--- config.mk ---
export PLATFORM = sky130hd
export DESIGN_NAME = pb_regs
export DESIGN_NICKNAME = d
export VERILOG_FILES = /design/src/pb_pkg.sv /design/src/pb_regs.sv
export VERILOG_INCLUDE_DIRS = /design/src
export SDC_FILE = /design/constraint.sdc
export NUM_CORES = 1
export LEC_CHECK = 0
export ABC_CLOCK_PERIOD_IN_PS = 1100
export BUFFER_PORTS_ARGS = -buffer_cell sky130_fd_sc_hd__buf_4
export CAP_MARGIN = 40
export CORE_MARGIN = 4
export CORE_UTILIZATION = 43
export DETAILED_ROUTE_END_ITERATION = 7
export GPL_TIMING_DRIVEN = 0
export PLACE_DENSITY = 0.76
export SYNTH_ARGS = -nofsm -noshare
export SYNTH_HDL_FRONTEND = slang
export SYNTH_SLANG_ARGS = --single-unit
--- constraint.sdc ---
create_clock -name clk -period 1.1 [get_ports clk]
set_input_delay 0 -clock clk [delete_from_list [all_inputs] [get_ports clk]]
set_output_delay 0 -clock clk [all_outputs]
set_load 0.02 [all_outputs]
--- src/pb_params.svh ---
`ifndef PB_PARAMS_SVH
`define PB_PARAMS_SVH

// Packet memory geometry
`define PB_WORD_BYTES    4
`define PB_MEM_DEPTH     256

// Register map, word addresses on the strobe bus
//   control : bit 0 enable
//   config  : bits 9:0 packet bytes, bits 23:16 burst size
//   meta    : bits 15:0 packet metadata
//   command : bits 1:0 command code
//   status  : bits 1:0 status code, bit 2 done (clears on read)
`define PB_REG_CONTROL   10'd0
`define PB_REG_CONFIG    10'd1
`define PB_REG_META      10'd2
`define PB_REG_COMMAND   10'd3
`define PB_REG_STATUS    10'd4
`define PB_REG_DATA_BASE 10'd256

`endif

--- src/pb_pkg.sv ---
`include "pb_params.svh"

package pb_pkg;

    // Register strobe bus, one cycle per access
    typedef struct packed {
        logic                        wr;
        logic                        rd;
        logic [9:0]                  addr;
        logic [`PB_WORD_BYTES*8-1:0] wdata;
    } reg_req_t;

    // STOP shares the NOP code while sending continuously
    typedef enum logic [1:0] {
        CMD_NOP             = 2'd0,
        CMD_SEND_ONE        = 2'd1,
        CMD_SEND_BURST      = 2'd2,
        CMD_SEND_CONTINUOUS = 2'd3
    } cmd_code_e;

    typedef enum logic [1:0] {
        STATUS_RESET    = 2'd0,
        STATUS_DISABLED = 2'd1,
        STATUS_READY    = 2'd2,
        STATUS_BUSY     = 2'd3
    } status_code_e;

    typedef struct packed {
        logic [9:0]  packet_bytes;
        logic [7:0]  burst_size;
        logic [15:0] meta;
    } pb_cfg_t;

    typedef struct packed {
        logic [9:0]  size;
        logic [15:0] meta;
    } descr_t;

    typedef struct packed {
        logic [`PB_WORD_BYTES*8-1:0]       data;
        logic                              last;
        logic [$clog2(`PB_WORD_BYTES)-1:0] empty;
        logic [15:0]                       meta;
    } pkt_t;

    typedef struct packed {
        logic                             req;
        logic                             wr;
        logic [$clog2(`PB_MEM_DEPTH)-1:0] addr;
        logic [`PB_WORD_BYTES*8-1:0]      data;
    } mem_req_t;

endpackage : pb_pkg

--- src/pb_regs.sv ---
`timescale 1ns/1ps
`include "pb_params.svh"

module pb_regs (
    input  logic                        clk,
    input  logic                        srst,
    input  pb_pkg::reg_req_t            reg_req,
    output logic [`PB_WORD_BYTES*8-1:0] reg_rdata,
    output logic                        reg_rvalid,
    output logic                        enable,
    output pb_pkg::pb_cfg_t             cfg,
    output logic                        cmd_wr,
    output pb_pkg::cmd_code_e           cmd_code,
    output logic                        status_rd,
    input  pb_pkg::status_code_e        status_code,
    input  logic                        done,
    output pb_pkg::mem_req_t            mem_wr
);

    localparam int DATA_W = `PB_WORD_BYTES * 8;
    localparam int AW     = $clog2(`PB_MEM_DEPTH);

    logic       data_wr;
    logic [9:0] data_offs;

    // Data window decode
    assign data_wr   = reg_req.wr && (reg_req.addr >= `PB_REG_DATA_BASE);
    assign data_offs = reg_req.addr - `PB_REG_DATA_BASE;

    // Read of status lets the controller clear its sticky flags
    assign status_rd = reg_req.rd && (reg_req.addr == `PB_REG_STATUS);

    // ------------------------------------------------------------------
    // Register writes
    // ------------------------------------------------------------------
    always_ff @(posedge clk) begin
        if (srst) begin
            enable   <= 1'b0;
            cfg      <= '0;
            cmd_wr   <= 1'b0;
            cmd_code <= pb_pkg::CMD_NOP;
            mem_wr   <= '0;
        end else begin
            cmd_wr      <= 1'b0;
            mem_wr.req  <= data_wr;
            mem_wr.wr   <= data_wr;
            mem_wr.addr <= data_offs[AW-1:0];
            mem_wr.data <= reg_req.wdata;
            if (reg_req.wr) begin
                case (reg_req.addr)
                    `PB_REG_CONTROL: enable <= reg_req.wdata[0];
                    `PB_REG_CONFIG: begin
                        cfg.packet_bytes <= reg_req.wdata[9:0];
                        cfg.burst_size   <= reg_req.wdata[23:16];
                    end
                    `PB_REG_META: cfg.meta <= reg_req.wdata[15:0];
                    `PB_REG_COMMAND: begin
                        cmd_wr   <= 1'b1;
                        cmd_code <= pb_pkg::cmd_code_e'(reg_req.wdata[1:0]);
                    end
                    default: ;
                endcase
            end
        end
    end

    // ------------------------------------------------------------------
    // Readback, one cycle after the strobe
    // ------------------------------------------------------------------
    always_ff @(posedge clk) begin
        if (srst) reg_rvalid <= 1'b0;
        else      reg_rvalid <= reg_req.rd;
    end

    // Data window is write-only and reads back as zero
    always_ff @(posedge clk) begin
        if (reg_req.rd) begin
            case (reg_req.addr)
                `PB_REG_CONTROL: reg_rdata <= DATA_W'(enable);
                `PB_REG_CONFIG:  reg_rdata <= DATA_W'({cfg.burst_size, 6'b0, cfg.packet_bytes});
                `PB_REG_META:    reg_rdata <= DATA_W'(cfg.meta);
                `PB_REG_COMMAND: reg_rdata <= DATA_W'(cmd_code);
                `PB_REG_STATUS:  reg_rdata <= DATA_W'({done, status_code});
                default:         reg_rdata <= '0;
            endcase
        end
    end

    a_no_rd_wr: assert property (@(posedge clk) disable iff (srst)
        !(reg_req.wr && reg_req.rd));

endmodule : pb_regs

# Word level (Yosys, flattened, before mapping)
# Index checks and enable logic that the tools add are counted.
[totals] reg_bits=112 latchBits=0 ram_bits=0 romBits=0 input_bits=49 out_inout_bits=114 elab_cells=28 memories=0
[op_classes] add_sub_neg=1 mul=0 div_mod_pow=0 magnitude_cmp=1 n_eq_ne=4 shifts=0 muxes=2 bitwise_logic=1 reduce_logical=8
[ops] operator="case mux 24 bit (5 select lines)" n=1
[ops] operator="equality test 10 x 2 -> 1 bit (second input constant)" n=2
[ops] operator="equality test 10 x 1 -> 1 bit (second input constant)" n=1
[ops] operator="equality test 10 x 3 -> 1 bit (second input constant)" n=1
[ops] operator=">= comparator 10 x 9 -> 1 bit (second input constant)" n=1
[ops] operator="zero test 10 bit" n=1
[ops] operator="AND reduction 2 bit" n=4
[ops] operator="subtractor 8 x 1 -> 8 bit (second input constant)" n=1
[ops] operator="logical AND 1 bit" n=2
[ops] operator="OR reduction 2 bit" n=1
[ops] operator="two-way mux 1 bit" n=1
[ops] operator="inverter 1 bit" n=1

# Depth between registers and ports, before layout
[depth] ltp_word=2 ltp_mapped=6 depth_no_buf=3

# Worst setup path after synthesis
# Ideal clock, no wire load.
[synth_path] kind="input-to-reg" startpoint="input port reg_req[34] (netlist name)" endpoint="register reg_rdata[3], data pin" setup_ps=139 arrival_time_ps=1069 required_ps=961 setup_slack_ps=-108 stages=5 n_path_buf=2 cell_sequence="buf_2 > or4_1 > or2_1 > clkbuf_1 > nor2_1"
[synth_between] elab_chain_len=2 elab_cells_between_ends=6 classes_between="eq/ne (4); mux (1); reduce/logical (1)"
[synth_rtl] element="from (decl)" line_no="pb_regs.sv:7" rtl="input pb_pkg::reg_req_t reg_req,"
[synth_rtl] element="equality test 10 x 3 -> 1 bit, or another cell as far along" line_no="pb_regs.sv:78" rtl="case (reg_req.addr)"
[synth_rtl] element="case mux 24 bit (5 select lines) *" line_no="pb_regs.sv:78"
[synth_rtl] element="to (signal assigned)" line_no="pb_regs.sv:79" rtl="`PB_REG_CONTROL: reg_rdata <= DATA_W'(enable);"
[synth_rtl] element="to (signal assigned)" line_no="pb_regs.sv:80" rtl="`PB_REG_CONFIG: reg_rdata <= DATA_W'({cfg.burst_size, 6'b0, cfg.packet_bytes});"
[synth_rtl] element="to (signal assigned)" line_no="pb_regs.sv:81" rtl="`PB_REG_META: reg_rdata <= DATA_W'(cfg.meta);"
[synth_rtl] element="to (decl)" line_no="pb_regs.sv:8" rtl="output logic [`PB_WORD_BYTES*8-1:0] reg_rdata,"
# Mark *: on every way between the ends. The rest lies on a longest branch, timed or not.
# A chain may end at the register's enable or synchronous reset.

# Final worst setup path
[layout_path] startpoint="register cmd_code[0]" endpoint="register reg_rdata[0], data pin"
[layout_between] elab_chain_len=1
[layout_rtl] element="from (decl)" line_no="pb_regs.sv:13" rtl="output pb_pkg::cmd_code_e cmd_code,"
[layout_rtl] element="from (signal assigned)" line_no="pb_regs.sv:41" rtl="cmd_code <= pb_pkg::CMD_NOP;"
[layout_rtl] element="from (signal assigned)" line_no="pb_regs.sv:59" rtl="cmd_code <= pb_pkg::cmd_code_e'(reg_req.wdata[1:0]);"
[layout_rtl] element="case mux 24 bit (5 select lines)" line_no="pb_regs.sv:78"
# No other way between the ends.

==> run_results.csv <==
group,metric,value,unit
timing,fin_crit_sh,99.1,%
timing,setup_ws,0.0100,ns
detailed_routing,route.detailed.drc,0,
global_route,grt_overflow,0,
detailed_routing,vias_per_cell,4.72,
placement,gp_congestion,0.828,
placement,dpl.hpwl,7.23,mm
floorplan,dieArea,10600,um2
clock_tree,cts_tree,"yes",
global_route,grt_antenna_before_repair,0,
placement,post-place-cells,586,
timing,finalSetupViolations,0,
detailed_routing,routedWlPerCell,16.5,um
detailed_routing,ant_nets,0,
timing,finalClockSkew,0.00725,ns
flow_run,drv_cap,0,
clock_tree,clock-root-buffer,"clkbuf_8",
cells_and_area,finish.utilization,68.0,%
cells_and_area,regArea,2330,um2
global_route,grt_pass1_vias,3170,
floorplan,fp.coreArea,8720,um2
timing,timing.fmax,0.917,GHz
global_route,grt_use_total,20.0,%
cells_and_area,final_cell_mix,"buf_4 (170), dfxtp_1 (76), nor2b_1 (47), dlygate4sd3_1 (43), nand2b_1 (33)",
hold_path,hold_class,"in -> reg",
timing,slew_violations,0,
floorplan,rows,34,
global_route,grt_pass1_wl,16.2,mm
worst_setup_path,crit_arrival,1.20,ns
worst_setup_path,required,1.21,ns
pwr,finalPower,7460,uW
cells_and_area,multi_input_area,1430,um2
outcome,outcome,"finished, final reports clean",
worst_setup_path,cp_max_fo,2,
worst_setup_path,start_kind,"register",
cells_and_area,layout_commonest_cell,"buf_4",
logic_synthesis,synth_cells,318,
floorplan,start_util,44.3,%
pwr,switching_share,24.6,%
logic_synthesis,yosysWarningCount,0,
detailed_routing,postRouteWirelength,10.8,mm
pwr,vdd_drop_max,0.776,mV
timing,rsz0062_at_grt,"true",
logic_synthesis,ys_ff_latch,104,
placement,port_buffers,153,
placement,post-place-ws,-0.460,ns
clock_tree,clkLatencyLatePin,0.35,ns
cells_and_area,diodes,0,
worst_setup_path,crit_type,"reg -> reg",
cells_and_area,area_growth,53.6,%
floorplan,die_w,103,um
timing,relSlewSlack,63.0,%
pwr,leakagePower,0.00283,uW
cells_and_area,fill_cells,615,
pwr,p_per_area,1260,nW/um2
pwr,netSwitchingPower,1840,uW
pwr,p_clk_share,33.4,%
clock_tree,clk_pin_slew,0.10,ns
global_route,grt_max_degree,27,
pwr,internal-power,5620,uW
logic_synthesis,yosysSeqAreaShare,60.2,%
clock_tree,cts_max_level,3,
timing,fin_crit,1.09,ns
pwr,combPwrFrac,12.4,%
timing,worst_pin_slew,0.555,ns
pwr,p_seq_share,54.2,%
worst_setup_path,end_kind,"register",
detailed_routing,drt_pass1_iterations,4,
cells_and_area,nNetsFinal,589,
cells_and_area,layoutNonFillerInstCount,653,
floorplan,die_h,103,um
detailed_routing,vias,3079,
detailed_routing,drt_iter0_drc,85,
floorplan,io_pins,163,
cells_and_area,drive_gt1_share,41.5,%
clock_tree,cts_num_sinks,104,
clock_tree,cts_buffer_depth,2,
timing,finalHoldViolCount,0,
logic_synthesis,ys_types,32,
logic_synthesis,syn-cell-area,3860,um2
clock_tree,cts_buffers,9,
timing,tns,0,ns
logic_synthesis,syn_avg_cell_area,12.1,um2
-- layout make-up --
type                       count  share of cell area [%]
tap                          108                    2.28
timing repair buffer         204                    27.6
clock inverter                 6                    1.25
sequential                   104                    39.3
clock buffer                  10                    2.32
buffer                        24                    2.55
multi-input combinational    187                    24.1
inverter                      10                   0.633
-- power groups by stage --
stage	Sequential [uW]	Combinational [uW]	Clock (uW)
6_report	4040	928	2490
4_1_cts	4040	914	2560
3_5_place_dp	4130	783	0
2_1_floorplan	4280	223	0
5_1_grt	4050	989	2720
3_3_place_gp	4130	772	0
-- cell usage after synthesis (all sizes together) --
cell type | number | area [um2]
clkbuf | 9 | 33.8
inv | 10 | 37.5
a21oi | 1 | 5.00
a21o | 1 | 7.51
nor2b | 49 | 307
dfxtp | 80 | 1600
or4 | 2 | 18.8
nor3b | 3 | 32.5
or2 | 1 | 6.26
nor3 | 1 | 10.0
edfxtp | 24 | 721
a32oi | 1 | 8.76
conb | 1 | 3.75
nor2 | 11 | 41.3
o2bb2ai | 2 | 17.5
mux2i | 23 | 230
nand4b | 1 | 8.76
mux2 | 17 | 191
nor4 | 1 | 21.3
nand2 | 1 | 3.75
buf | 15 | 110
nand3 | 1 | 5.00
nand4 | 4 | 55.1
and2 | 15 | 93.8
a22oi | 8 | 60.1
nand3b | 3 | 22.5
nand2b | 33 | 206
-- metrics by stage --
stage | area (um2) | hold slack [ns]
4_1_cts | 5860 | 0.0148
3_5_place_dp | 5190 | 0.224
6_report | 5930 | 0.0628
5_1_grt | 5930 | 0.0619
2_1_floorplan | 3900 | 0.0809
3_3_place_gp | 5190 | 0.216
-- cell families after synthesis --
| group | share of synthesized area, % |
|---|---|
| DFF | 60.2 |
| buffers and inverters | 4.70 |
| muxes | 10.9 |
| and+or+nand+nor | 21.6 |
| AOI/OAI and AO/OA | 2.56 |
| other | 0.0972 |
-- registers in the layout (all words and copies together), names as in the netlist --
name	flops
cfg	34
reg_rvalid	1
cmd_wr	1
mem_wr	41
reg_rdata	24
cmd_code	2
enable	1
-- critical path: stages, from the launching register on --
cell       delay (ns)
dfxtp_2          0.34
mux2_2           0.28
a22oi_2          0.15
o2bb2ai_1        0.08
-- layer usage --
metal	up-vias	GRT usage (%)	wire (um)
met3	22	3.32	637
met5	-	0	0
met4	0	8.47	307
li1	1489	-	-
met1	1452	23.9	4300
met2	116	35.7	5560
-- timing repair --
action / CTS / global route
hold buffers: 43 / 1
pin swaps: 3 / 3
hold endpoints to repair: 60 / 1
resized for setup: 3 / 6
setup endpoints to repair: 13 / 10
buffers inserted: 2 / 6
-- path summary, 6_finish.rpt --
kind | startpoint | endpoint | slack, ns | depth (start not counted)
worst max-delay path | cmd_code[0]$_SDFFE_PP0P_ | reg_rdata[0]$_DFFE_PP_ | 0.01 | 3
worst min-delay path | reg_req[34] | cmd_wr$_SDFF_PP0_ | 0.06 | 4
worst max register to register | cmd_code[0]$_SDFFE_PP0P_ | reg_rdata[0]$_DFFE_PP_ | 0.01 | 3
worst min register to register | cfg[5]$_SDFFE_PP0P_ | cfg[5]$_SDFFE_PP0P_ | 0.50 | 2
No activity file was read; power rests on OpenSTA's default activity.
