--- src/pb_params.svh ---
`ifndef PB_PARAMS_SVH
`define PB_PARAMS_SVH

// Packet memory geometry
`define PB_WORD_BYTES    4
`define PB_MEM_DEPTH     256

// Register map, word addresses on the strobe bus
//   control : bit 0 enable
//   config  : bits 9:0 packet bytes, bits 23:16 burst size
//   meta    : bits 15:0 packet metadata
//   command : bits 1:0 command code
//   status  : bits 1:0 status code, bit 2 done (clears on read)
`define PB_REG_CONTROL   10'd0
`define PB_REG_CONFIG    10'd1
`define PB_REG_META      10'd2
`define PB_REG_COMMAND   10'd3
`define PB_REG_STATUS    10'd4
`define PB_REG_DATA_BASE 10'd256

`endif

--- src/pb_pkg.sv ---
`include "pb_params.svh"

package pb_pkg;

    // Register strobe bus, one cycle per access
    typedef struct packed {
        logic                        wr;
        logic                        rd;
        logic [9:0]                  addr;
        logic [`PB_WORD_BYTES*8-1:0] wdata;
    } reg_req_t;

    // STOP shares the NOP code while sending continuously
    typedef enum logic [1:0] {
        CMD_NOP             = 2'd0,
        CMD_SEND_ONE        = 2'd1,
        CMD_SEND_BURST      = 2'd2,
        CMD_SEND_CONTINUOUS = 2'd3
    } cmd_code_e;

    typedef enum logic [1:0] {
        STATUS_RESET    = 2'd0,
        STATUS_DISABLED = 2'd1,
        STATUS_READY    = 2'd2,
        STATUS_BUSY     = 2'd3
    } status_code_e;

    typedef struct packed {
        logic [9:0]  packet_bytes;
        logic [7:0]  burst_size;
        logic [15:0] meta;
    } pb_cfg_t;

    typedef struct packed {
        logic [9:0]  size;
        logic [15:0] meta;
    } descr_t;

    typedef struct packed {
        logic [`PB_WORD_BYTES*8-1:0]       data;
        logic                              last;
        logic [$clog2(`PB_WORD_BYTES)-1:0] empty;
        logic [15:0]                       meta;
    } pkt_t;

    typedef struct packed {
        logic                             req;
        logic                             wr;
        logic [$clog2(`PB_MEM_DEPTH)-1:0] addr;
        logic [`PB_WORD_BYTES*8-1:0]      data;
    } mem_req_t;

endpackage : pb_pkg

--- src/pb_packet_read.sv ---
`timescale 1ns/1ps
`include "pb_params.svh"

module pb_packet_read (
    input  logic                        clk,
    input  logic                        srst,
    input  pb_pkg::descr_t              descr,
    input  logic                        descr_valid,
    output logic                        descr_rdy,
    output pb_pkg::mem_req_t            rd_req,
    input  logic                        rd_gnt,
    input  logic [`PB_WORD_BYTES*8-1:0] rdata,
    output pb_pkg::pkt_t                pkt,
    output logic                        pkt_valid,
    input  logic                        pkt_rdy
);

    localparam int AW = $clog2(`PB_MEM_DEPTH);
    localparam int EW = $clog2(`PB_WORD_BYTES);

    logic          busy;
    logic          rd_active;
    logic          rd_pend;
    logic          rd_pend_last;
    logic [AW-1:0] rd_addr;
    logic [AW-1:0] last_addr;
    logic [EW-1:0] empty_last;
    logic [15:0]   meta_q;
    logic [9:0]    size_m1;
    pb_pkg::pkt_t  buf_q [2];
    logic          wr_ptr;
    logic          rd_ptr;
    logic [1:0]    count;
    logic [1:0]    occ_next;
    logic          accept;
    logic          pop;

    // A size of zero still reads one word
    assign size_m1   = (descr.size == 10'd0) ? 10'd0 : descr.size - 10'd1;
    assign accept    = descr_valid && !busy;
    assign descr_rdy = accept;

    // Held words plus the word in flight, after this cycle's pop
    assign pop      = pkt_valid && pkt_rdy;
    assign occ_next = count + {1'b0, rd_pend} - {1'b0, pop};

    assign rd_req = '{req: rd_active && (occ_next < 2'd2), wr: 1'b0, addr: rd_addr, data: '0};

    // ------------------------------------------------------------------
    // Packet and read control
    // ------------------------------------------------------------------
    always_ff @(posedge clk) begin
        if (srst) begin
            busy      <= 1'b0;
            rd_active <= 1'b0;
            rd_pend   <= 1'b0;
        end else begin
            rd_pend <= rd_gnt;
            if (accept) begin
                busy      <= 1'b1;
                rd_active <= 1'b1;
            end else begin
                if (rd_gnt && (rd_addr == last_addr)) rd_active <= 1'b0;
                if (pop && pkt.last) busy <= 1'b0;
            end
        end
    end

    always_ff @(posedge clk) begin
        rd_pend_last <= (rd_addr == last_addr);
        if (accept) begin
            rd_addr    <= '0;
            last_addr  <= size_m1[AW+EW-1:EW];
            empty_last <= ~descr.size[EW-1:0] + 1'b1;
            meta_q     <= descr.meta;
        end else if (rd_gnt) begin
            rd_addr <= rd_addr + 1'b1;
        end
        if (rd_pend) begin
            buf_q[wr_ptr] <= '{data: rdata, last: rd_pend_last,
                               empty: rd_pend_last ? empty_last : '0, meta: meta_q};
        end
    end

    // Two-entry output buffer
    always_ff @(posedge clk) begin
        if (srst) begin
            wr_ptr <= 1'b0;
            rd_ptr <= 1'b0;
            count  <= '0;
        end else begin
            if (rd_pend) wr_ptr <= ~wr_ptr;
            if (pop)     rd_ptr <= ~rd_ptr;
            count <= occ_next;
        end
    end

    assign pkt       = buf_q[rd_ptr];
    assign pkt_valid = (count != 2'd0);

    a_pkt_hold: assert property (@(posedge clk) disable iff (srst)
        pkt_valid && !pkt_rdy |=> pkt_valid && $stable(pkt));

endmodule : pb_packet_read

--- config.mk ---
export PLATFORM = sky130hd
export DESIGN_NAME = pb_packet_read
export DESIGN_NICKNAME = d
export VERILOG_FILES = /design/src/pb_pkg.sv /design/src/pb_packet_read.sv
export VERILOG_INCLUDE_DIRS = /design/src
export SDC_FILE = /design/constraint.sdc
export NUM_CORES = 1
export LEC_CHECK = 0
export BUFFER_PORTS_ARGS = -buffer_cell sky130_fd_sc_hd__buf_2
export CORE_MARGIN = 2
export CORE_UTILIZATION = 52
export CTS_CLUSTER_SIZE = 10
export DETAILED_ROUTE_END_ITERATION = 12
export PLACE_DENSITY = 0.81
export SLEW_MARGIN = 20
export SYNTH_ARGS = -nofsm -noshare
export SYNTH_HDL_FRONTEND = slang
export SYNTH_SLANG_ARGS = --single-unit
export TNS_END_PERCENT = 5
--- constraint.sdc ---
create_clock -name clk -period 4.1 [get_ports clk]
set_input_delay 0.82 -clock clk [delete_from_list [all_inputs] [get_ports clk]]
set_output_delay 0.82 -clock clk [all_outputs]
set_load 0.1 [all_outputs]
## Word-level counts from Yosys, hierarchy flattened

Memories as Yosys holds them, arrays and structs flattened. A register that Yosys moved wholly into a read port is not among the register bits.
Index checks and enable logic that the tools add are counted.

| operators by class | value |
|---|---|
| muxes and demuxes | 9 |
| $add $sub $neg | 5 |
| equal/unequal tests | 1 |
| reduce and logical (&&, ||, !) cells | 10 |
| bitwise logic cells | 3 |
| order comparisons | 1 |

Operators with widths:

| kind | count |
|---|---|
| $logic_not 10->1 | 1 |
| $sub 10x1->10 const B | 1 |
| $add 8x1->8 const B | 1 |
| $eq 8x8->1 | 1 |
| $mux 1 | 8 |
| $reduce_bool 2->1 | 3 |
| $logic_and 1x1->1 | 5 |
| $add 2x1->2 | 1 |
| $add 2x1->2 const B | 1 |
| $lt 2x2->1 const B | 1 |
| $mux 2 | 1 |
| $not 1->1 | 2 |
| $not 2->2 | 1 |
| $sub 2x1->2 | 1 |
| $logic_not 1->1 | 1 |

| word-level totals | value |
|---|---|
| word-level logic and storage cells | 41 |
| register bits | 42 |
| memories kept | 1 |
| bits of input ports | 63 |
| bits in writable memories | 102 |
| output and inout bits | 95 |

Memory list:

| name | words | width | rd ports | clocked after Yosys merged registers in | write ports | line | RTL |
|---|---|---|---|---|---|---|---|
| buf_q | 2 | 51 | 1 | 1 | 1 | pb_packet_read.sv:30 | `pb_pkg::pkt_t buf_q [2];` |

## Depth between registers and ports, before layout

Gate-level depths: netlist of run 1.

| depth | value |
|---|---|
| word-level depth | 5 |
| mapped depth | 8 |
| gate-level depth less buffers | 8 |

## Worst setup path before layout of run 1

Ideal clock, no wire load.

| timing path | value |
|---|---|
| kind | input port to output port |
| start point | input pkt_rdy |
| end point | output rd_req[41] (netlist name) |
| slack | 0.730 ns |
| buffers on the path | 0 |
| required time | 3.280 ns |
| arrival time | 2.550 ns |
| stages on the path | 8 |
| cells stage by stage | o21ai_0 -> inv_1 -> ha_1 -> inv_1 -> ha_1 -> xor2_1 -> xnor2_1 -> and2_1 |

RTL lines:

| item | line | RTL |
|---|---|---|
| start, declared | pb_packet_read.sv:15 | `input logic pkt_rdy` |
| end, declared | pb_packet_read.sv:10 | `output pb_pkg::mem_req_t rd_req,` |

==> results of run 1 <==
==> registers in the layout, indices dropped and copies added (netlist names), named ones only <==
name,cells
buf_q,102
meta_q,16
last_addr,8
rd_addr,8
count,2
empty_last,2
busy,1
rd_active,1
rd_pend,1
rd_pend_last,1
rd_ptr,1
wr_ptr,1
==> routing by layer <==
layer  vias to the layer above  GRT usage, %  share of wire, %
li1                       1477             -                 -
met1                      1477          19.4                40
met2                       131          30.1                51
met3                        16          6.63               7.9
met4                         2          5.49               1.1
met5                         -             0             0.071
==> worst reg2reg max path, delay by kind of cell (launching register included) <==
kind | cells | cell delay [ns]
flops | 1 | 0.38
simple gates | 1 | 0.77
buf+inv | 1 | 0.44
==> per-stage QoR <==
step / std cells / hold WS (ns) / power (W) / utilization (%) / instance area (um^2)
floorplan: 372 / 0.421 / 0.00333 / - / 5830
global placement: 598 / 0.424 / 0.00353 / 59.1 / 6380
detailed placement: 598 / 0.431 / 0.00355 / 59.1 / 6380
CTS: 630 / 0.445 / 0.00518 / 65.0 / 7010
global route: 630 / 0.441 / 0.00531 / 65.0 / 7010
finish: 630 / 0.440 / 0.00514 / 65.0 / 7010
==> cells in the mapped netlist (3+ instances only) <==
master / instances / area share (%)
edfxtp_1: 128 / 67
mux2_2: 51 / 10
buf_4: 33 / 4.3
dfxtp_1: 17 / 6.0
nor2_1: 14 / 0.92
xnor2_1: 12 / 1.8
clkbuf_1: 9 / 0.59
inv_1: 8 / 0.53
a21oi_1: 6 / 0.53
nand2_1: 6 / 0.39
o21ai_0: 6 / 0.53
xor2_1: 5 / 0.77
and2_1: 4 / 0.44
ha_1: 4 / 0.88
nand4_1: 4 / 0.44
or3_1: 4 / 0.44
nor2b_1: 3 / 0.33
o31ai_1: 3 / 0.39
==> how the worst min path moves through the flow <==
stage	start	endpoint	slack, ns	depth (start not counted)
after floorplan	meta_q[0]$_DFFE_PP_	buf_q[0][0]$_DFFE_PP_	0.42	0
after global placement	meta_q[6]$_DFFE_PP_	buf_q[0][6]$_DFFE_PP_	0.42	0
after global routing	descr[2]	meta_q[2]$_DFFE_PP_	0.44	1
after CTS	meta_q[0]$_DFFE_PP_	buf_q[0][0]$_DFFE_PP_	0.45	0
final	meta_q[15]$_DFFE_PP_	buf_q[0][15]$_DFFE_PP_	0.44	0
after detailed placement	meta_q[0]$_DFFE_PP_	buf_q[0][0]$_DFFE_PP_	0.43	0
==> power by group through the flow <==
stage                     sequential (W)  clock (W)  combinational [W]
after floorplan                  0.00181          0            0.00152
after global placement           0.00178          0            0.00175
after detailed placement         0.00179          0            0.00176
after CTS                        0.00176    0.00165            0.00177
after global routing             0.00176    0.00172            0.00182
final                            0.00175    0.00163            0.00176
==> cell families after synthesis <==
family / Yosys count
adders and majority gates: 4
muxes: 54
other: 1
xor gates and xnor gates: 17
DFF: 145
buffers and inverters: 51
and+or+nand+nor: 47
AOI/OAI and AO/OA: 21
==> final cells by class <==
class	count	area (um^2)
well taps	140	175
flip-flops and latches	145	4190
inverters	9	33.8
repair buffers	128	651
clock buffers	20	425
clock inverters	12	206
fillers	785	3780
multi-input cells	176	1340
==> impl_metrics.tcl, run 1 <==
set metrics [dict create \
    outcome "completed" \
    cellLeakagePower_nw 2.69 \
    clk_latency_ns 0.51 \
    most-common-layout-cells "edfxtp_1 (128), buf_2 (124), mux2_2 (51)" \
    coreArea_um2 10800 \
    yosys-mux-area-fraction_pct 10.6 \
    postCtsHoldBufs 0 \
    synth_top_family_by_area "multiplexers" \
    setup_viol 0 \
    synth-xor-area-share_pct 2.61 \
    worstPathMaxFanout 3 \
    ios 158 \
    rsz0062_at_grt "false" \
    critPathTopFamily "buffers and inverters" \
    grt_pass1_vias 3060 \
    drt-total-wl_um 9860 \
    slew_headroom_pct 39.8 \
    swShare_pct 40.1 \
    clk_pin_slew_ns 0.06 \
    slowest_stage "buf_2" \
    p_switching_w 0.00206 \
    synthFlopType "edfxtp_1" \
    initial_core_util_pct 52.9 \
    finalCriticalPeriod_ns 3.41 \
    antenna_found_initial 1 \
    synthAdderAreaFrac_pct 0.877 \
    cp-start-kind "flop" \
    dp_slack_ns 0.753 \
    ir_drop_mv 0.387 \
    clkPwrFrac_pct 31.6 \
    layout_commonest_cell "edfxtp_1" \
    place_congestion 0.818 \
    r2r_cells 2 \
    hold_viol_final 0 \
    crit_path_end "rd_req[41]" \
    num_vias 3103 \
    dieArea_um2 11800 \
    grt.total_usage_pct 17.2 \
    crit_type "reg -> out" \
    worstSetupPathDepth 9 \
    drt-initial-drc-count 134 \
    p_per_area_nw_per_um2 733 \
    dp_hpwl_um 6560 \
    io_buffers 124 \
    worst_pin_slew_ns 0.901 \
    post_cts_buffers 0 \
    crit_path_start "count[0]$_SDFF_PP0_" \
    fin_worst_skew_ns 0.00783 \
    synth-compound-area-share_pct 2.32 \
    wl_per_cell_um 15.7 \
    p_seq_share_pct 34.1 \
    grt_overflow_total 0 \
    fmax_ghz 0.293 \
    path_cells "o21ai_0 -> inv_1 -> ha_1 -> inv_1 -> ha_1 -> xor2_1 -> xnor2_1 -> and2_1 -> buf_2" \
    cp-end-kind "output port" \
    synth_edf_count 128 \
    p_comb_share_pct 34.3 \
    synth-simple-area-share_pct 4.67 \
    remaining_drc_errors 0 \
    r2r-end "buf_q[0][43]$_DFFE_PP_" \
    syn2layout_area_growth_pct 22.9 \
    ys_ff_latch 145 \
    final_max_slew_viol_count 0 \
    cts_tree "built" \
    syn_inst 340 \
    synth_area_um2 5710 \
    r2r_setup_slack_ns 2.18 \
    critPathBufInv 3 \
    drtAntennaViolNets 0 \
    cts_root_buffer "clkbuf_8" \
    finalCritPeriodShare_pct 83.2 \
    postCtsResizedCells 0 \
    fin_tns_setup_ns 0 \
    critPathRequiredTime_ns 3.28 \
    cts_made_buffers 17 \
    hold_path_class "reg -> reg" \
    final_nets 544 \
    synth_warnings 0 \
    die_h_um 109 \
    die_x_um 109 \
    drive_gt1_share_pct 44.3 \
    ys_types 38 \
    worstPathArrival_ns 2.59 \
    numClockSinks 145 \
    avgViaCountPerCell 4.93 \
    setup_ws_ns 0.688 \
    synthArstFlopShare_pct 0 \
    grt_max_degree 42 \
    rows 38 \
    r2r_start "rd_pend$_SDFF_PP0_" \
    n_antenna_cell 0 \
    firstDrtPassIters 4 \
    internal-power_w 0.00308 \
    cap_violations 0 \
    syn_area_per_cell_um2 16.8 \
    synth_seq_area_share_pct 73.3 \
    clockBufferDepth 2 \
    grt_pass1_wl_um 14900 \
    cts.htree.levels 4 \
    worst_path_largest_cell_delay_ns 0.41 \
]
Power figures use the tool's default switching activity.
==> run 2, diff against run 1 <==
Clock period 4.1 ns to 3.3 ns, I/O delays scaled along.
==> impl_metrics.tcl, run 2 (synthesis results as in run 1) <==
set metrics [dict create \
    ios 158 \
    place_congestion 0.820 \
    fin_worst_skew_ns 0.0186 \
    dp_slack_ns 0.449 \
    postCtsResizedCells 0 \
    path_cells "o21ai_0 -> inv_1 -> ha_1 -> inv_1 -> ha_1 -> xor2_1 -> xnor2_1 -> and2_1 -> buf_12" \
    drtAntennaViolNets 0 \
    drive_gt1_share_pct 44.7 \
    firstDrtPassIters 4 \
    die_h_um 109 \
    coreArea_um2 10800 \
    p_comb_share_pct 35.1 \
    p_seq_share_pct 34.7 \
    clockBufferDepth 2 \
    dp_hpwl_um 6490 \
    remaining_drc_errors 0 \
    outcome "completed" \
    most-common-layout-cells "edfxtp_1 (128), buf_2 (123), mux2_2 (51)" \
    numClockSinks 145 \
    worst_pin_slew_ns 0.550 \
    largest_reg_flops 102 \
    grt.total_usage_pct 16.9 \
    avgViaCountPerCell 5.01 \
    clk_latency_ns 0.52 \
    cts_tree "built" \
    post_cts_buffers 0 \
    postCtsHoldBufs 0 \
    grt_max_degree 42 \
    die_x_um 109 \
    worstPathArrival_ns 2.40 \
    antenna_found_initial 1 \
    grt_pass1_wl_um 14800 \
    hold_viol_final 0 \
    num_vias 3158 \
    cellLeakagePower_nw 2.69 \
    cap_violations 0 \
    layout_commonest_cell "edfxtp_1" \
    drt-total-wl_um 9670 \
    r2r_cells 2 \
    dieArea_um2 11800 \
    multiInputGateArea_um2 1340 \
    top_register "buf_q" \
    internal-power_w 0.00369 \
    io_buffers 124 \
    slew_headroom_pct 63.3 \
    n_antenna_cell 0 \
    fin_tns_setup_ns 0 \
    p_per_area_nw_per_um2 896 \
    fmax_ghz 0.327 \
    final_nets 544 \
    swShare_pct 41.2 \
    worstPathMaxFanout 3 \
    wl_per_cell_um 15.4 \
    critPathRequiredTime_ns 2.64 \
    ir_drop_mv 0.447 \
    grt_pass1_vias 3063 \
    cts_made_buffers 17 \
    setup_viol 0 \
    p_switching_w 0.00259 \
    regArea_um2 4190 \
    cp-end-kind "output port" \
    rows 38 \
    finalCritPeriodShare_pct 92.8 \
    finalCriticalPeriod_ns 3.06 \
    fillCellCount 763 \
    holdPathStages 1 \
    cts_root_buffer "clkbuf_8" \
    cts.htree.levels 4 \
    final_max_slew_viol_count 0 \
    setup_ws_ns 0.237 \
    grt_overflow_total 0 \
    syn2layout_area_growth_pct 22.8 \
    crit_type "reg -> out" \
    top_regs "buf_q x102, meta_q x16" \
    worst_path_largest_cell_delay_ns 0.32 \
    hold_path_class "in -> reg" \
    rsz0062_at_grt "false" \
    drt-initial-drc-count 120 \
    clkPwrFrac_pct 30.2 \
    slowest_stage "dfxtp_1" \
    cp-start-kind "flop" \
    initial_core_util_pct 52.9 \
    clk_pin_slew_ns 0.06 \
]
run 2: changes by cell type in the layout (fill, tap and decap cells not counted), sizes merged:
cell | previous run | this run
clkinv | 6 | 11
clkbuf | 20 | 17
bufinv | 5 | 3
run 2: routing by layer:
layer / share of wire, % / wire length, um / vias to the layer above / GRT usage [%]
li1: - / - / 1483 / -
met1: 41 / 3930 / 1543 / 19.6
met2: 51 / 4900 / 116 / 29.2
met3: 7.4 / 713 / 14 / 5.68
met4: 1.1 / 107 / 2 / 6.32
met5: 0.13 / 13 / - / 0
run 2: worst max-delay path, delay by kind of cell, from the launching register on:
kind	cells	cell delay, ns
XOR/XNOR	2	0.33
flip-flops	1	0.32
AO/OA/AOI/OAI	1	0.25
buffers and inverters	3	0.33
AND/OR/NAND/NOR	1	0.20
adder cells (fa/ha/maj)	2	0.46
run 2: power groups by stage:
stage	logic, W	registers [W]	clock network (W)
2_1_floorplan	0.00189	0.00225	0
3_3_place_gp	0.00220	0.00221	0
3_5_place_dp	0.00222	0.00222	0
4_1_cts	0.00222	0.00218	0.00194
5_1_grt	0.00229	0.00220	0.00202
6_report	0.00221	0.00218	0.00190
run 2: final cells by class:
type | count | area share (%)
Sequential cell | 145 | 59.7
Multi-Input combinational cell | 176 | 19.1
Timing Repair Buffer | 128 | 9.67
Clock buffer | 17 | 5.91
Clock inverter | 15 | 2.68
Tap cell | 140 | 2.50
Inverter | 9 | 0.482
run 2: per-stage QoR:
| step | total power (W) | utilization [%] | hold WS (ns) | cell area (um^2) | cells |
|---|---|---|---|---|---|
| 5_1_grt | 0.00650 | 65.0 | 0.293 | 7010 | 630 |
| 2_1_floorplan | 0.00414 | - | 0.421 | 5830 | 372 |
| 4_1_cts | 0.00635 | 65.0 | 0.290 | 7010 | 630 |
| 3_5_place_dp | 0.00444 | 59.4 | 0.430 | 6410 | 598 |
| 6_report | 0.00628 | 65.0 | 0.318 | 7010 | 630 |
| 3_3_place_gp | 0.00441 | 59.4 | 0.424 | 6410 | 598 |
run 2: worst paths after layout:
kind / from / end / slack, ns
max: count[0]$_SDFF_PP0_ / rd_req[41] / 0.24
min: descr[5] / meta_q[5]$_DFFE_PP_ / 0.32
max reg2reg: wr_ptr$_SDFFE_PP0P_ / buf_q[1][14]$_DFFE_PP_ / 1.51
min reg2reg: meta_q[0]$_DFFE_PP_ / buf_q[0][0]$_DFFE_PP_ / 0.45
