[config.mk]
export PLATFORM = sky130hd
export DESIGN_NAME = pb_ctrl
export DESIGN_NICKNAME = d
export VERILOG_FILES = /design/src/pb_pkg.sv /design/src/pb_ctrl.sv
export VERILOG_INCLUDE_DIRS = /design/src
export SDC_FILE = /design/constraint.sdc
export NUM_CORES = 1
export LEC_CHECK = 0
export BUFFER_PORTS_ARGS = -buffer_cell sky130_fd_sc_hd__buf_4
export CORE_ASPECT_RATIO = 0.75
export CORE_MARGIN = 5
export CORE_UTILIZATION = 45
export DETAILED_ROUTE_END_ITERATION = 6
export GPL_TIMING_DRIVEN = 0
export PLACE_DENSITY = 0.81
export SYNTH_ARGS = -nofsm -noshare
export SYNTH_HDL_FRONTEND = slang
export SYNTH_SLANG_ARGS = --single-unit
[constraint.sdc]
create_clock -name clk -period 2.1 [get_ports clk]
set_clock_uncertainty 0.05 [all_clocks]
set_input_delay 0.105 -clock clk [delete_from_list [all_inputs] [get_ports clk]]
set_output_delay 0.105 -clock clk [all_outputs]
set_load 0.01 [all_outputs]
[src/pb_params.svh]
`ifndef PB_PARAMS_SVH
`define PB_PARAMS_SVH

// Packet memory geometry
`define PB_WORD_BYTES    4
`define PB_MEM_DEPTH     256

// Register map, word addresses on the strobe bus
//   control : bit 0 enable
//   config  : bits 9:0 packet bytes, bits 23:16 burst size
//   meta    : bits 15:0 packet metadata
//   command : bits 1:0 command code
//   status  : bits 1:0 status code, bit 2 done (clears on read)
`define PB_REG_CONTROL   10'd0
`define PB_REG_CONFIG    10'd1
`define PB_REG_META      10'd2
`define PB_REG_COMMAND   10'd3
`define PB_REG_STATUS    10'd4
`define PB_REG_DATA_BASE 10'd256

`endif

[src/pb_pkg.sv]
`include "pb_params.svh"

package pb_pkg;

    // Register strobe bus, one cycle per access
    typedef struct packed {
        logic                        wr;
        logic                        rd;
        logic [9:0]                  addr;
        logic [`PB_WORD_BYTES*8-1:0] wdata;
    } reg_req_t;

    // STOP shares the NOP code while sending continuously
    typedef enum logic [1:0] {
        CMD_NOP             = 2'd0,
        CMD_SEND_ONE        = 2'd1,
        CMD_SEND_BURST      = 2'd2,
        CMD_SEND_CONTINUOUS = 2'd3
    } cmd_code_e;

    typedef enum logic [1:0] {
        STATUS_RESET    = 2'd0,
        STATUS_DISABLED = 2'd1,
        STATUS_READY    = 2'd2,
        STATUS_BUSY     = 2'd3
    } status_code_e;

    typedef struct packed {
        logic [9:0]  packet_bytes;
        logic [7:0]  burst_size;
        logic [15:0] meta;
    } pb_cfg_t;

    typedef struct packed {
        logic [9:0]  size;
        logic [15:0] meta;
    } descr_t;

    typedef struct packed {
        logic [`PB_WORD_BYTES*8-1:0]       data;
        logic                              last;
        logic [$clog2(`PB_WORD_BYTES)-1:0] empty;
        logic [15:0]                       meta;
    } pkt_t;

    typedef struct packed {
        logic                             req;
        logic                             wr;
        logic [$clog2(`PB_MEM_DEPTH)-1:0] addr;
        logic [`PB_WORD_BYTES*8-1:0]      data;
    } mem_req_t;

endpackage : pb_pkg

[src/pb_ctrl.sv]
`timescale 1ns/1ps

module pb_ctrl (
    input  logic                 clk,
    input  logic                 srst,
    input  logic                 enable,
    input  pb_pkg::pb_cfg_t      cfg,
    input  logic                 cmd_wr,
    input  pb_pkg::cmd_code_e    cmd_code,
    input  logic                 status_rd,
    output pb_pkg::descr_t       descr,
    output logic                 descr_valid,
    input  logic                 descr_rdy,
    output pb_pkg::status_code_e status_code,
    output logic                 done,
    output logic                 en
);

    typedef enum logic [2:0] {
        RESET, DISABLED, READY, SEND_ONE, SEND_BURST, SEND_CONTINUOUS, STOP, DONE
    } state_e;

    state_e     state;
    state_e     nxt_state;
    logic       cmd_accept;
    logic [7:0] burst_size_m1;
    logic [7:0] burst_cnt;

    always_ff @(posedge clk) begin
        if (srst) state <= RESET;
        else      state <= nxt_state;
    end

    // ------------------------------------------------------------------
    // Playback FSM
    // ------------------------------------------------------------------
    always_comb begin
        nxt_state  = state;
        cmd_accept = 1'b0;
        case (state)
            RESET:    nxt_state = DISABLED;
            DISABLED: if (enable) nxt_state = READY;
            READY: begin
                if (!enable) nxt_state = DISABLED;
                else if (cmd_wr) begin
                    cmd_accept = 1'b1;
                    case (cmd_code)
                        pb_pkg::CMD_SEND_ONE:        nxt_state = SEND_ONE;
                        pb_pkg::CMD_SEND_BURST:      nxt_state = SEND_BURST;
                        pb_pkg::CMD_SEND_CONTINUOUS: nxt_state = SEND_CONTINUOUS;
                        default:                     nxt_state = DONE;
                    endcase
                end
            end
            SEND_ONE:   if (descr_rdy) nxt_state = STOP;
            SEND_BURST: if (descr_rdy && (burst_cnt == burst_size_m1)) nxt_state = STOP;
            // NOP acts as STOP here, the packet in flight still completes
            SEND_CONTINUOUS: if (cmd_wr && (cmd_code == pb_pkg::CMD_NOP)) nxt_state = STOP;
            STOP:    nxt_state = DONE;
            DONE:    nxt_state = READY;
            default: nxt_state = RESET;
        endcase
    end

    // Packet context, held for the whole command
    always_ff @(posedge clk) begin
        if (cmd_accept) begin
            descr.size    <= cfg.packet_bytes;
            descr.meta    <= cfg.meta;
            burst_size_m1 <= (cfg.burst_size == 8'd0) ? 8'd0 : cfg.burst_size - 8'd1;
        end
    end

    // Accepted descriptors in this command
    always_ff @(posedge clk) begin
        if (srst)                           burst_cnt <= '0;
        else if (cmd_accept)                burst_cnt <= '0;
        else if (descr_valid && descr_rdy)  burst_cnt <= burst_cnt + 8'd1;
    end

    assign descr_valid = state inside {SEND_ONE, SEND_BURST, SEND_CONTINUOUS};

    // Sticky done
    always_ff @(posedge clk) begin
        if (srst)                   done <= 1'b0;
        else if (state == DONE)     done <= 1'b1;
        else if (cmd_accept)        done <= 1'b0;
        else if (status_rd && done) done <= 1'b0;
    end

    always_comb begin
        case (state)
            RESET:    status_code = pb_pkg::STATUS_RESET;
            DISABLED: status_code = pb_pkg::STATUS_DISABLED;
            SEND_ONE, SEND_BURST, SEND_CONTINUOUS: status_code = pb_pkg::STATUS_BUSY;
            default:  status_code = pb_pkg::STATUS_READY;
        endcase
    end

    always_ff @(posedge clk) begin
        if (srst) en <= 1'b0;
        else      en <= enable;
    end

    // Reader only takes a descriptor that is on offer in a send state
    a_descr_rdy: assert property (@(posedge clk) disable iff (srst)
        descr_rdy |-> descr_valid);

endmodule : pb_ctrl

Word level (Yosys, flattened, before mapping)
Cells that the tools add are included.

word-level totals
  RAM bits = 0
  memory bits (read-only) = 0
  flip-flop bits (word level) = 47
  latch bits = 0
  logic and storage cells = 52
  memories kept = 0
  output and inout bits = 31
  input port bits = 42

cells by class
  reduce and logical (&&, ||, !) cells = 12
  add/subtract/negate cells = 2
  multiply operators = 0
  bitwise gates (word level) = 0
  divide/modulo/power cells = 0
  mux-type cells = 15
  magnitude comparators = 0
  equal/unequal tests = 16
  shifts and indexed selects = 0

operators by type and width
  cell                                               count
  case mux 3 bit (8 select lines)                    1
  two-way mux 3 bit                                  6
  == test 3 bit (second input constant)              4
  case mux 3 bit (3 select lines)                    1
  adder 8 x 1 -> 8 bit (second input constant)       1
  == test 8 bit                                      1
  zero test 8 bit                                    1
  inequality test 2 bit (second input constant)      4
  subtractor 8 x 1 -> 8 bit (second input constant)  1
  == test 3 x 2 -> 1 bit (second input constant)     2
  two-way mux 1 bit                                  6
  case mux 2 bit (3 select lines)                    1
  nonzero test 3 bit                                 2
  AND reduction 5 bit                                1
  == test 2 bit (second input constant)              2
  logical AND 1 bit                                  4
  == test 3 x 1 -> 1 bit (second input constant)     1
  zero test 3 bit                                    1
  inequality test 3 bit (second input constant)      1
  OR reduction 3 bit                                 1
  == test 2 x 1 -> 1 bit (second input constant)     1
  zero test 2 bit                                    1
  OR reduction 2 bit                                 1

Logic depth before layout (Yosys ltp)
Gate-level depths: netlist of the first run.

  depth in word-level cells = 5
  depth in mapped cells = 7
  depth with buffers taken out = 6

Least setup slack after synthesis of the first run
OpenSTA, ideal clock, no wires.

  path type = reg2reg
  from = reg state[1]
  to = reg burst_size_m1[0], enable pin
  arrival = 1.409 ns
  required time = 1.661 ns
  setup time = 0.389 ns
  buffers on the path = 1
  clock period less this slack = 1.847 ns
  cell stages (with the launch flop) = 6
  setup slack = 0.253 ns
  cell sequence = dfxtp_1 > buf_6 > nand2_1 > nor3_1 > nand2_1 > inv_1

between the ends
  longest elaborated chain between the ends = 2

RTL lines
  element                   RTL line       source
  start: declaration        pb_ctrl.sv:23  state_e state;
  start signal: assignment  pb_ctrl.sv:31  else state <= nxt_state;
  == test 3 x 2 -> 1 bit    pb_ctrl.sv:40  case (state)
  two-way mux 1 bit         pb_ctrl.sv:40
  net cmd_accept            pb_ctrl.sv:25  logic cmd_accept;
  end signal: assignment    pb_ctrl.sv:70  burst_size_m1 <= (cfg.burst_size == 8'd0) ? 8'd0 : cfg.burst_size - 8'd1;
  end: declaration          pb_ctrl.sv:26  logic [7:0] burst_size_m1;

The timed path passes the listed nets, and every way through them passes these cells.
A chain may end at the register's enable or synchronous reset.

Worst setup path after layout of the first run
Ends and elaborated chain as after synthesis.

==> results of run 1 <==
placed cells by master, fill, tap and decap left out, drive strengths merged, types with 3 or more instances in the layout:
master | netlist | routed
a21oi | 4 | 4
buf | 4 | 76
clkbuf | 0 | 6
dfxtp | 13 | 13
dlygate4sd3 | 0 | 27
edfxtp | 34 | 34
ha | 3 | 3
inv | 5 | 4
nand2 | 8 | 8
nand2b | 4 | 4
nand4 | 4 | 4
nor2 | 19 | 19
nor3 | 3 | 3
nor4 | 3 | 3
xnor2 | 4 | 4
xor2 | 15 | 15
stage by stage:
step                      setup slack [ns]  area, µm²
after CTS                            0.197       3010
after detailed placement           -0.0705       2640
final                                0.217       3010
after global routing                0.0615       3010
after floorplan                      0.253       2030
after global placement             -0.0266       2640
final cells by class:
type	instances	area share, %
buffer	4	1.25
clock buffer	6	2.74
clock inverter	2	0.540
inverter	5	0.747
multi-input combinational	95	23.0
sequential	47	42.5
tap	57	2.37
timing repair buffer	99	26.9
cell usage after synthesis:
library cell,count,area (µm²)
edfxtp_1,34,1020
nor2_1,18,67.6
xor2_1,15,131
dfxtp_1,13,260
nand2_1,8,30.0
inv_1,5,18.8
a21oi_1,4,20.0
nand4_1,4,25.0
xnor2_1,4,35.0
ha_1,3,37.5
nand2b_1,3,18.8
nor4_1,3,18.8
and3_1,2,12.5
buf_4,2,15.0
buf_6,2,22.5
mux2i_1,2,20.0
nand3b_1,2,15.0
nor2b_1,2,12.5
nor3_1,2,10.0
o21ai_0,2,10.0
a211oi_1,1,7.51
a211oi_2,1,12.5
a21boi_0,1,7.51
a21boi_4,1,18.8
and2b_1,1,7.51
mux2_2,1,11.3
nand2b_4,1,13.8
nand3_1,1,5.00
nor2_2,1,6.26
nor3_2,1,10.0
nor3b_1,1,7.51
nor4b_4,1,23.8
o211a_1,1,10.0
o21bai_4,1,18.8
o31ai_1,1,7.51
o32a_2,1,11.3
o32ai_2,1,16.3
o41ai_1,1,8.76
or2_2,1,6.26
or3_1,1,6.26
or4_4,1,11.3
power breakdown:
group | total, µW | internal [µW] | switching, µW
Clock | 572 | 269 | 303
Sequential | 1110 | 1080 | 29.0
Combinational | 674 | 355 | 318
Total | 2350 | 1700 | 650
logic make-up (layout without fill, tap and decap cells):
group                      count (synthesis)  after routing  share of synthesized area (%)
buffers and inverters                      9            116                           2.77
xor gates and xnor gates                  19             19                           8.20
AOI/OAI and AO/OA                         16             16                           7.34
muxes                                      3              3                           1.54
adders and majority gates                  3              3                           1.85
and+or+nand+nor                           54             54                           15.2
DFF                                       47             47                           63.1
what timing repair did:
item,in CTS,in global routing
endpoints found under the setup margin,34,0
resized for setup,1,0
hold endpoints to repair,30,0
hold buffers,27,0
layer usage:
metal	vias to the layer above	part of all wire [%]	global-route usage [%]
li1	753	-	-
met1	725	38	19.1
met2	46	56	30.0
met3	5	5.2	3.61
met4	0	1.0	3.45
met5	-	0	0
worst max-delay path, cell delays in order (launching register included):
cell        delay [ns]
dfxtp_1           0.32
buf_6             0.13
nand2_1           0.11
nor3_1            0.06
nand2_1           0.15
clkinvlp_4        0.58
registers in the layout, summed over array words and instances (netlist names):
| signal | count |
|---|---|
| state | 3 |
| burst_cnt | 8 |
| burst_size_m1 | 8 |
| done | 1 |
| en | 1 |
| descr | 26 |
final timing paths:
check | from | end | slack [ns] | cells past startpoint
worst max-delay path | state[1] | burst_size_m1[0] | 0.22 | 5
worst min-delay path | enable | en | -0.001 | 2
worst max register to register | state[1] | burst_size_m1[0] | 0.22 | 5
worst min register to register | done | done | 0.46 | 2
==> run_results.csv, run 1 <==
group,metric,value,unit
global_routing,grt_pass1_vias,1563,
sta,layout_worst_path_cycle_share,89.6,%
placed_design,hpwl,3240,µm
sta,maxSlewHeadroom,55.0,%
synth,yosysWarnings,0,
clocking,root_buffer,"clkbuf_8",
synth,avgSynthCellArea,13.4,µm²
routing,num_vias,1529,
min_path,hold_path_class,"input pin to flop",
clocking,clkLatencyLatePin,0.30,ns
routing,dr.pass1.iters,4,
die,dieArea,5970,µm²
status,status,"finished with violations",
die,die_h,68.2,µm
setup_path,start_kind,"flop",
cells_and_area,finalNetCount,302,
power_and_ir_drop,ir_worst_vdd,0.481,mV
setup_path,worstPathMaxFanout,34,
placed_design,place_inst,280,
die,io-pin-count,73,
clocking,cts_tree,"built",
die,core,4410,µm²
die,fp-row-count,21,
synth,syn-cell-area,2030,µm²
setup_path,critPathArrivalTime,1.66,ns
die,initial_core_util,46.0,%
sta,tightestPinTransition,0.674,ns
sta,min_period,1.88,ns
routing,drt_wl_total,4800,µm
sta,setup_violations,0,
synth,synth_cells,151,
placed_design,port_buffers,72,
cells_and_area,multi_input_area,692,µm²
global_routing,grt_max_degree,35,
clocking,clock_sink_count,47,
global_routing,globalRouteOverflowTotal,0,
power_and_ir_drop,powerDensity,780,nW/µm²
placed_design,finalWeightedCongestion,0.808,
global_routing,antenna_found_initial,0,
cells_and_area,area_growth_syn_to_layout,48.5,%
cells_and_area,layout-drive-gt1-share,37.6,%
die,die_w,87.5,µm
setup_path,required,1.88,ns
setup_path,endpoint_kind,"flop",
sta,finalMaxSlewViolations,0,
sta,max_freq,531,MHz
power_and_ir_drop,p_leak,0.00125,µW
status,violations,"negative hold slack",
routing,drc,0,
sta,holdWs,-0.00108,ns
synth,yosys_register_bits,47,
power_and_ir_drop,finalPower,2350,µW
routing,ant_nets,0,
clocking,htreeDepth,2,
global_routing,grt_usage,16.1,%
sta,setup-tns-final,0,ns
clocking,cts_setup_buffers,0,
clocking,clk_pin_slew_worst_paths,0.09,ns
clocking,clockBufferDepth,2,
synth,synth_fp_nets,196,
routing,wl_per_cell,15.2,µm
cells_and_area,layoutNonFillerInstCount,315,
sta,rsz0062_at_grt,"no",
routing,via_per_inst,4.85,
cells_and_area,antenna_cells,0,
cells_and_area,seqCellArea,1280,µm²
cells_and_area,num-fill-cells,302,
sta,hold_viol,1,
cells_and_area,final_util,68.3,%
synth,seq_area_frac_synth,63.1,%
clocking,numCtsBuffers,5,
setup_path,worstSetupPathType,"flop to flop",
job,drv_cap,0,
routing,dr.first_iter.drc_count,94,
global_routing,grt_pass1_wl,7270,µm
synth,synth_cell_types,41,
Power figures use the tool's default switching activity.
==> run 2, diff against run 1 <==
Settings changed: CORE_UTILIZATION 45 to 40, PLACE_DENSITY 0.81 to 0.74.
==> run 2 against run 1 <==
Effect of this change: the run now ends clean; worst setup slack gained 0.0063 ns; via count is 2.0% lower; die area increased by 11%; count of clock-buffer cells in the layout increased by 1; critical path type unchanged.
==> run_results.csv, run 2 (synthesized netlist as in run 1, its figures left out) <==
group,metric,value,unit
status,status,"finished, final reports clean",
sta,min_period,1.88,ns
setup_path,worstPathMaxFanout,34,
routing,ant_nets,0,
routing,top_layer_used,"met4",
global_routing,globalRouteOverflowTotal,0,
setup_path,crit_buf_inv,2,
setup_path,cpMostUsedCell,"nand2_1",
clocking,clk_pin_slew_worst_paths,0.08,ns
cells_and_area,layout-drive-gt1-share,36.8,%
min_path,hold_path_class,"input pin to flop",
clocking,cts_setup_buffers,0,
cells_and_area,top_regs,"descr: 26 flops, burst_cnt: 8 flops, burst_size_m1: 8 flops",
routing,drt-met1-wl,1900,µm
clocking,cts_tree,"built",
die,core,4900,µm²
sta,layout_worst_path_cycle_share,89.3,%
sta,finalMaxSlewViolations,0,
sta,maxSlewHeadroom,54.2,%
sta,tightestPinTransition,0.685,ns
die,io-pin-count,73,
die,dieArea,6610,µm²
routing,drc,0,
routing,via_per_inst,4.71,
cells_and_area,layout_common_cells,"74 x buf_4, 34 x edfxtp_1, 27 x dlygate4sd3_1",
clocking,clkLatencyLatePin,0.29,ns
setup_path,cp_slowest_cell,"clkinvlp_4",
routing,wl_met3,245,µm
global_routing,grt_usage,13.6,%
setup_path,required,1.88,ns
die,initial_core_util,41.4,%
cells_and_area,multi_input_area,692,µm²
power_and_ir_drop,p_leak,0.00125,µW
clocking,clockBufferDepth,2,
cells_and_area,antenna_cells,0,
job,drv_cap,0,
setup_path,cpPeakStageDelay,0.58,ns
global_routing,grt_pass1_wl,7180,µm
clocking,root_buffer,"clkbuf_8",
global_routing,antenna_found_initial,0,
die,die_h,71.7,µm
routing,wl_met2,1990,µm
power_and_ir_drop,ir_worst_vdd,0.303,mV
setup_path,crit_family,"buffers and inverters",
die,fp-row-count,22,
cells_and_area,stdcell_area,3010,µm²
cells_and_area,area_growth_syn_to_layout,48.3,%
sta,hold_viol,0,
routing,num_vias,1499,
setup_path,crit_chain,"buf_6, nand2_1, nor3_1, nand2_1, clkinvlp_4",
routing,drt_wl_total,4210,µm
setup_path,r2r_setup_slack,0.22,ns
cells_and_area,num-fill-cells,411,
routing,dr.pass1.iters,4,
placed_design,hpwl,2920,µm
sta,rsz0062_at_grt,"no",
global_routing,grt_max_degree,35,
die,die_w,92.3,µm
placed_design,placed_area,2650,µm²
cells_and_area,regMostFlops,"descr",
routing,wl_per_cell,13.3,µm
cells_and_area,final_common_cell,"buf_4",
cells_and_area,seqCellArea,1280,µm²
cells_and_area,largest_reg_flops,26,
setup_path,critPathArrivalTime,1.65,ns
clocking,htreeDepth,2,
placed_design,finalWeightedCongestion,0.804,
clocking,clock_sink_count,47,
placed_design,port_buffers,72,
clocking,numCtsBuffers,5,
power_and_ir_drop,powerDensity,766,nW/µm²
sta,setup_violations,0,
setup_path,start_kind,"flop",
sta,max_freq,533,MHz
routing,dr.first_iter.drc_count,56,
global_routing,grt_pass1_vias,1564,
cells_and_area,finalNetCount,302,
cells_and_area,final_util,61.4,%
setup_path,worstSetupPathType,"flop to flop",
setup_path,endpoint_kind,"flop",
-- run 2: timing repair --
action,in CTS,in global routing
hold buffers,27,0
gates resized for setup,1,0
endpoints found under the hold margin,30,0
endpoints found under the setup margin,34,0
-- run 2: final timing paths --
| check | depth (start not counted) | start | endpoint |
|---|---|---|---|
| setup reg to reg | 5 | state[1] | burst_size_m1[4] |
| hold reg to reg | 2 | done | done |
| hold / removal | 2 | enable | en |
| setup / recovery | 5 | state[1] | burst_size_m1[4] |
-- run 2: final cells by class --
cell class | count | share of cell area, %
Buffer | 4 | 1.25
Clock buffer | 7 | 2.87
Clock inverter | 1 | 0.125
Inverter | 5 | 0.748
Multi-Input combinational cell | 95 | 23.0
Sequential cell | 47 | 42.6
Tap cell | 60 | 2.49
Timing Repair Buffer | 99 | 26.9
-- run 2: report_power, final --
part / switching, µW / total [µW] / internal, µW
sequential: 26.8 / 1100 / 1080
clock: 266 / 530 / 264
combinational: 318 / 673 / 355
-- run 2: per-layer routing --
metal  GRT usage [%]  vias to the layer above
li1                -                      753
met1            16.6                      687
met2            23.0                       51
met3            3.78                        8
met4            5.27                        0
met5               0                        -
-- run 2: per-stage QoR --
step                      total power [µW]  setup slack [ns]  hold slack, ns  setup TNS [ns]  std cells
after CTS                             2330             0.188         0.00745               0        318
after global placement                1750           -0.0419           0.233           -1.32        283
after detailed placement              1760            -0.102           0.234           -3.38        283
after floorplan                       1530             0.253           0.124               0        151
final                                 2310             0.224          0.0166               0        318
after global routing                  2440            0.0508          0.0395               0        318
